===== config.mk =====
export PLATFORM = sky130hd
export DESIGN_NAME = operand_decode
export DESIGN_NICKNAME = d
export VERILOG_FILES = /design/src/verilog/instr_pkg.sv /design/src/verilog/vector_pkg.sv /design/src/verilog/operand_decode.sv
export VERILOG_INCLUDE_DIRS = /design/src /design/src/verilog
export SDC_FILE = /design/constraint.sdc
export NUM_CORES = 1
export LEC_CHECK = 0
export ABC_AREA = 1
export BUFFER_PORTS_ARGS = -buffer_cell sky130_fd_sc_hd__buf_2
export CAP_MARGIN = 10
export CORE_UTILIZATION = 35
export DETAILED_ROUTE_END_ITERATION = 10
export GPL_TIMING_DRIVEN = 0
export MAX_ROUTING_LAYER = met4
export PLACE_DENSITY = 0.79
export SYNTH_ARGS = -nofsm -noshare
export SYNTH_HDL_FRONTEND = slang
export SYNTH_SLANG_ARGS = --single-unit

===== constraint.sdc =====
create_clock -name clk -period 1.7 [get_ports clk]
set_input_delay 0.085 -clock clk [delete_from_list [all_inputs] [get_ports clk]]
set_output_delay 0.085 -clock clk [all_outputs]
set_load 0.02 [all_outputs]

===== src/verilog/vector_cfg.svh =====
// Vector slice configuration
// Lane geometry, strand count and register-file sizing shared by the
// packages and the datapath modules. Index widths are derived here so
// the whole slice resizes from the values at the top.

`ifndef VECTOR_CFG_SVH
`define VECTOR_CFG_SVH

// lane geometry of one vector register
`define VEC_NUM_LANES 16
`define VEC_LANE_WIDTH 32

// hardware strands and architectural registers visible to each one
`define VEC_NUM_STRANDS 4
`define VEC_REGS_PER_STRAND 32

// physical register file holds every strand's registers side by side
`define VEC_NUM_REGS (`VEC_NUM_STRANDS * `VEC_REGS_PER_STRAND)

`define VEC_REG_IDX_W $clog2(`VEC_NUM_REGS)
`define VEC_STRAND_W $clog2(`VEC_NUM_STRANDS)
`define VEC_ARCH_REG_W $clog2(`VEC_REGS_PER_STRAND)

`endif


===== src/verilog/instr_pkg.sv =====
// Vector instruction encoding
// Opcode set and the two layouts of the 32-bit instruction word. Bit 31
// picks the layout: 0 for register-register, 1 for register-immediate.
// Both layouts keep opcode, dest and src1 at the same bit positions.

`default_nettype none

`include "vector_cfg.svh"

package instr_pkg;

	// codes 8 to 15 are not assigned and are dropped at decode
	typedef enum logic [3:0]
	{
		OP_ADD  = 4'd0,
		OP_SUB  = 4'd1,
		OP_AND  = 4'd2,
		OP_OR   = 4'd3,
		OP_XOR  = 4'd4,
		OP_MOVE = 4'd5,
		OP_SHL  = 4'd6,
		OP_SLT  = 4'd7
	} vec_op_t;

	typedef struct packed
	{
		logic fmt;
		vec_op_t op;
		logic [`VEC_ARCH_REG_W-1:0] dest;
		logic [`VEC_ARCH_REG_W-1:0] src1;
		logic [`VEC_ARCH_REG_W-1:0] src2;
		logic [11:0] unused;
	} rr_fmt_t;

	// the immediate takes the place of src2 and the spare bits
	typedef struct packed
	{
		logic fmt;
		vec_op_t op;
		logic [`VEC_ARCH_REG_W-1:0] dest;
		logic [`VEC_ARCH_REG_W-1:0] src1;
		logic signed [16:0] imm;
	} ri_fmt_t;

	typedef union packed
	{
		rr_fmt_t rr;
		ri_fmt_t ri;
	} vec_instr_u;

endpackage

`default_nettype wire


===== src/verilog/vector_pkg.sv =====
// Vector datapath types
// Lane, vector, lane mask and physical register index types used on
// every port between decode, register file and lane ALU.

`default_nettype none

`include "vector_cfg.svh"

package vector_pkg;

	// one 32-bit lane value
	typedef logic [`VEC_LANE_WIDTH-1:0] lane_t;

	// a full vector register, lane 0 sits in the low bits
	typedef lane_t [`VEC_NUM_LANES-1:0] vector_t;

	// bit i enables a write to lane i
	typedef logic [`VEC_NUM_LANES-1:0] lane_mask_t;

	// physical register index, strand number in the upper bits and the
	// architectural register number below it
	typedef logic [`VEC_REG_IDX_W-1:0] reg_idx_t;

endpackage

`default_nettype wire


===== src/verilog/operand_decode.sv =====
// Operand decode stage
// Splits the issued instruction word into register-file read selects,
// which go out combinationally, and a registered control bundle that
// meets the registered operands in the execute stage one edge later.
// Words with an unassigned opcode never raise ex_valid.

`timescale 1ns/1ps
`default_nettype none

`include "vector_cfg.svh"

module operand_decode
(
	input wire logic clk,
	input wire logic rst,
	input wire logic issue_valid,
	input wire logic [`VEC_STRAND_W-1:0] issue_strand,
	input instr_pkg::vec_instr_u issue_instr,
	input vector_pkg::lane_mask_t issue_mask,
	output vector_pkg::reg_idx_t read_sel1,
	output vector_pkg::reg_idx_t read_sel2,
	output logic ex_valid,
	output instr_pkg::vec_op_t ex_op,
	output vector_pkg::reg_idx_t ex_dest,
	output vector_pkg::lane_mask_t ex_mask,
	output logic ex_use_imm,
	output vector_pkg::lane_t ex_imm
);

	localparam int IMM_W = $bits(issue_instr.ri.imm);

	logic use_imm;
	instr_pkg::vec_op_t op;
	logic op_legal;
	logic [`VEC_ARCH_REG_W-1:0] arch_dest;
	logic [`VEC_ARCH_REG_W-1:0] arch_src1;
	vector_pkg::lane_t imm_ext;

	// bit 31 tells which view of the word is the real one
	assign use_imm = issue_instr.ri.fmt;

	// opcode, dest and src1 sit at the same bits in both layouts
	assign op = issue_instr.rr.op;
	assign arch_dest = issue_instr.rr.dest;
	assign arch_src1 = issue_instr.rr.src1;

	// only the low eight codes are assigned
	assign op_legal = (op <= instr_pkg::OP_SLT);

	assign imm_ext = {{(`VEC_LANE_WIDTH - IMM_W){issue_instr.ri.imm[IMM_W-1]}},
		issue_instr.ri.imm};

	// strand number forms the upper index bits, so strands never alias
	assign read_sel1 = {issue_strand, arch_src1};

	// in the immediate format the src2 field is immediate bits and this
	// read result is ignored by the ALU
	assign read_sel2 = {issue_strand, issue_instr.rr.src2};

	always_ff @(posedge clk)
	begin
		if (rst)
			ex_valid <= 1'b0;
		else
			ex_valid <= issue_valid && op_legal;
	end

	always_ff @(posedge clk)
	begin
		ex_op <= op;
		ex_dest <= {issue_strand, arch_dest};
		ex_mask <= issue_mask;
		ex_use_imm <= use_imm;
		ex_imm <= imm_ext;
	end

endmodule

`default_nettype wire


# ---- Yosys cells after proc, flatten, opt, wreduce, memory -nomap -nowiden
# Index checks and enable logic that the tools add are counted.
dict set report word_totals {
  reg_bits 46
  elab_cells 8
}
dict set report classes {
  magnitude_cmp 1
  n_reduce_logical 1
}
# op count
set op_table {}
lappend op_table {{less-or-equal comparator 4 x 3 -> 1 bit, second input constant} 1}
lappend op_table {{logical AND 1 bit} 1}

# ---- Logic depth before layout (Yosys ltp)
# Gate-level depths: netlist of run 1.
dict set report depth {
  word_depth 2
  ltp_mapped 3
}

# ---- Worst setup path before layout of run 1
# Ideal clock, no wire load.
dict set report synth_timing {
  kind {reg2out}
  start {reg ex_imm[16] (netlist name)}
  end {out ex_imm[17]}
  arrival_time_ns 0.878
  t_required_ns 1.615
  setup_slack_ns 0.737
  path_stages_with_launch 2
  path_buffers 1
  path_cell_list {dfxtp_1 > buf_4}
}
# element line_no
set synth_rtl {}
lappend synth_rtl {{to (decl)} operand_decode.sv:27} ;# output vector_pkg::lane_t ex_imm
# No word-level cell between the ends.

# ---- Worst setup path in the final report of run 1
dict set report layout_timing {
  start {reg ex_imm[16] (netlist name)}
  end {out ex_imm[27]}
}
# No word-level cell between the ends.

==> results.toml, run 1 <==
[status]
run_status = "finished, final reports clean"

[clocking]
post_cts_buffers = 0
clkSinkCount = 46
cts.clk_slew.worst_paths_ns = 0.13
cts_resized = 0
clockRootBuffer = "clkbuf_4"
cts-htree-levels = 2
cts_buffers = 5
cts_tree = "done"
ctsLongestPathBuffers = 2

[global_routing]
overflow = 0
grt_pass1_wl_um = 4410
track_usage_pct = 18.7
grt_pass1_vias = 1068
antenna_found_initial = 0
grt_max_degree = 17

[sta]
grt_setup_unrepaired = "no"
relSlewSlack_pct = 68.8
finalCriticalPeriod_ns = 1.38
finalSetupTns_ns = 0
slew_violations = 0
fin_ws_ns = 0.316
finalHoldViolCount = 0
max_clock_freq_mhz = 722
setup_viol = 0
worstMarginPinSlew_ns = 0.468
fin_hold_ws_ns = 0.363
period_share_pct = 81.4

[routing]
vias = 1118
drt-total-wl_um = 3280
drt-initial-drc-count = 39
drtAntennaViolNets = 0
wire_per_inst_um = 11.0
route.detailed.drc = 0
vias_per_cell = 3.75
drtPass1Iterations = 3

[yosys]
synthCells = 78
synthAdderAreaFrac_pct = 0
netlist_top_cells_count = "46 x dfxtp_1, 29 x buf_4, 1 x inv_1, 1 x nand2_1, 1 x nor2_2"
synthArstFlopShare_pct = 0
yosys_warnings = 0
avgSynthCellArea_um2 = 14.8
synthFlopType = "dfxtp_1"
syn_area_um2 = 1150
synthesis.nets = 131
synth_top_area_cell = "dfxtp_1"
synthTopCellsByArea = "dfxtp_1 80%, buf_4 19%, nor2_2 0.54%"
yosys-mux-area-fraction_pct = 0
synth_top_area_share_pct = 79.9
synth_compound_area_share_pct = 0
yosys.cell_types.count = 5
synth_top_family_by_area = "buffers and inverters"
synth_edf_count = 0
synth_most_common_cell = "dfxtp_1"
ys_seq_area_share_pct = 79.9
synth_simple_gate_area_share_pct = 0.869
ys_ff_latch = 46
synth_xor_area_share_pct = 0

[critical_path]
crit_chain = "buf_4 > buf_2"
startpoint_type = "flop"
worstPathArrival_ns = 1.30
cpMaxStageDelayCell = "dfxtp_1"
crit_family = "flip-flops"
cp_max_fo = 16
critPathMaxStageDelay_ns = 0.63
required_ns = 1.62
critPathKind = "flop to output pin"
crit_cells = 2
cp_num_buf_inv = 2
worstSetupEndpointType = "output pin"

[floorplan]
die-area_um2 = 3530
io_pins = 128
die_h_um = 59.4
rows = 20
fp.coreArea_um2 = 3080
initial_core_util_pct = 37.4
die_x_um = 59.4

[finish]
layout.nets = 307
antennaDiodeCount = 0
drive_above_1_share_pct = 62.6
final_core_util_pct = 75.9
fillerInstances = 214
final_cells = 298
area_growth_pct = 103

[worst_hold_path]
hold_class = "input port to flop"
hold-path-cell-count = 2

[placement]
portBuffers = 122
gp_congestion = 0.656
placedCellCount = 244
place_ws_ns = 0.681

[flow_run]
drv_cap = 0

[power_and_ir_drop]
vdd_drop_max_mv = 0.550
power.leakage_nw = 1.25
cellPowerDensity_nw_per_um2 = 863
==> worst paths after layout <==
| path | start | end | slack (ns) |
|---|---|---|---|
| setup / recovery | ex_imm[16] | ex_imm[27] | 0.32 |
| hold / removal | issue_mask[4] | ex_mask[4] | 0.36 |
==> cell type report <==
cell class,instances,area [um^2],area share (%)
clock buffer,5,37.5,1.61
sequential,46,921,39.4
buffer,29,218,9.32
clock inverter,2,10.0,0.428
multi-input combinational,2,10.0,0.428
timing repair buffer,169,1080,46.3
tap,44,55.1,2.36
inverter,1,3.75,0.161
==> sequential cells by signal (all words and copies together) (netlist names) <==
name and cells:
ex_valid 1, ex_dest 7, ex_op 4, ex_mask 16, ex_use_imm 1, ex_imm 17
==> cell families after synthesis <==
family / Yosys count
AND/OR/NAND/NOR: 2
flip-flops: 46
buffers and inverters: 30
==> metrics by stage <==
stage | power, mW | instance area, um^2
floorplan | 1.35 | 1150
finish | 2.02 | 2340
global placement | 1.49 | 1820
global route | 2.10 | 2340
CTS | 2.03 | 2340
detailed placement | 1.49 | 1820
==> layout by cell type, fill, tap and decap left out <==
| cell type | instances |
|---|---|
| buf_4 | 29 |
| inv_1 | 1 |
| nand2_1 | 1 |
| nor2_2 | 1 |
| dfxtp_1 | 46 |
| buf_2 | 122 |
| clkinv_2 | 2 |
| clkbuf_4 | 5 |
| dlygate4sd3_1 | 47 |
==> timing repair <==
action / CTS / global route
endpoints found under the hold margin: 46 / 0
hold buffers: 47 / 0
endpoints found under the setup margin: 0 / 0
==> routing by layer <==
layer | GRT usage, % | wire length [um]
met1 | 15.2 | 1070
met2 | 35.0 | 1760
met3 | 6.33 | 348
met4 | 11.9 | 95
met5 | - | 0
==> report_power, final <==
group,switching (mW),internal [mW]
logic,0.193,0.210
clock network,0.310,0.149
registers,0.0175,1.14
Power figures use the tool's default switching activity.
==> run 2: changes to the inputs <==
- CORE_UTILIZATION: 35 -> 29
- PLACE_DENSITY: 0.79 -> 0.7
- clock period: 1.7 -> 1.13 ns (I/O delays scaled with it)
==> run 2 against run 1 <==
Against the previous run:
- non-clock buffer count did not move
- critical path type is now input port to output pin
- critical endpoint is now read_sel1[5]
- worst hold slack worse by 0.032 ns
- sequential cell count did not move
==> results.toml, run 2 (same netlist as run 1, synthesis figures left out) <==
[status]
run_status = "finished, final reports clean"

[sta]
period_share_pct = 94.4
fin_ws_ns = 0.0638
grt_setup_unrepaired = "no"
max_clock_freq_mhz = 938
relSlewSlack_pct = 90.0
setup_viol = 0
finalHoldViolCount = 0
worstMarginPinSlew_ns = 0.149
finalSetupTns_ns = 0
finalCriticalPeriod_ns = 1.07
fin_hold_ws_ns = 0.330
slew_violations = 0

[global_routing]
overflow = 0
antenna_found_initial = 0
track_usage_pct = 15.8
grt_max_degree = 17
grt_pass1_vias = 1114
grt_pass1_wl_um = 4690

[power_and_ir_drop]
power.leakage_nw = 1.28
seqPwrFrac_pct = 46.2
switching_share_pct = 22.5
p_switching_mw = 0.843
power_frac_clock_pct = 37.7
cellPowerDensity_nw_per_um2 = 1540
vdd_drop_max_mv = 0.944
p_int_mw = 2.91
p_comb_share_pct = 16.2

[critical_path]
crit_chain = "dlygate4sd3_1 > buf_2 > buf_4 > buf_2"
cp_num_buf_inv = 4
crit_family = "buffers and inverters"
cpMaxStageDelayCell = "dlygate4sd3_1"
cp_max_fo = 3
critPathMaxStageDelay_ns = 0.55
required_ns = 1.07
critPathKind = "input port to output pin"
worstSetupEndpointType = "output pin"
startpoint_type = "input port"
worstPathArrival_ns = 1.01
cp_common_cell = "buf_2"

[finish]
drive_above_1_share_pct = 63.1
postLayoutCellArea_um2 = 2440
top_regs = "ex_imm (17), ex_mask (16), ex_dest (7)"
antennaDiodeCount = 0
layout_common_cells = "121 x buf_2, 47 x dlygate4sd3_1, 45 x dfxtp_1"
layout.nets = 307
area_growth_pct = 112
final_core_util_pct = 65.1
largest_register = "ex_imm"
mostFrequentLayoutCell = "buf_2"
largest_register_ffs = 17

[clocking]
clkSinkCount = 46
ctsLongestPathBuffers = 2
cts-htree-levels = 2
cts_buffers = 5
clockRootBuffer = "clkbuf_8"
cts_tree = "done"
post_cts_buffers = 0

[floorplan]
die-area_um2 = 4230
rows = 22
io_pins = 128
initial_core_util_pct = 30.8
die_x_um = 65.0
fp.coreArea_um2 = 3740
die_h_um = 65.0

[routing]
vias_per_cell = 3.66
vias = 1109
drtPass1Iterations = 3
wire_per_inst_um = 10.6
drtAntennaViolNets = 0
drt-total-wl_um = 3210
route.detailed.drc = 0
drt-initial-drc-count = 22

[flow_run]
drv_cap = 0

[worst_hold_path]
hold_class = "input port to output pin"

[placement]
portBuffers = 122
placed_area_um2 = 1820
gp_congestion = 0.630
place_hpwl_um = 2090
place_ws_ns = 0.134
[run 2: cell types whose count changed in the layout (fill, tap and decap cells not counted), sizes merged]
cell	before	now
clkinv	2	1
bufinv	0	2
[run 2: final timing paths]
check | startpoint | end | depth (start not counted)
hold / removal | issue_instr[19] | read_sel1[2] | 2
setup / recovery | issue_strand[0] | read_sel1[5] | 4
[run 2: final cells by class]
type | instances | area [um^2]
fillers | 295 | 1310
well taps | 48 | 60.1
clock buffers | 5 | 68.8
flip-flops and latches | 46 | 925
clock inverters | 3 | 68.8
multi-input cells | 2 | 10.0
inverters | 1 | 3.75
repair buffers | 169 | 1080
plain buffers | 29 | 218
[run 2: power by group through the flow]
stage	clock (mW)	sequential (mW)	combinational, mW
floorplan	0	1.88	0.151
global placement	0	1.77	0.473
detailed placement	0	1.77	0.478
CTS	1.45	1.73	0.603
global route	1.54	1.74	0.645
finish	1.41	1.73	0.607
[run 2: repair_timing]
action                                  4_1_cts  5_1_grt
endpoints found under the setup margin       16        1
hold buffers                                 47        0
gates resized for setup                       2        1
hold endpoints to repair                     46        0
[run 2: per-layer routing]
| layer | wire (um) | GRT usage (%) | up-vias |
|---|---|---|---|
| met1 | 1050 | 13.4 | 473 |
| met5 | 0 | - | - |
| met2 | 1720 | 29.0 | 77 |
| li1 | - | - | 555 |
| met4 | 36 | 7.88 | 0 |
| met3 | 401 | 6.69 | 4 |
[run 2: stage by stage]
stage               total power [mW]  instances
global placement                2.24        248
global route                    3.93        303
floorplan                       2.04         78
CTS                             3.79        303
finish                          3.75        303
detailed placement              2.25        248
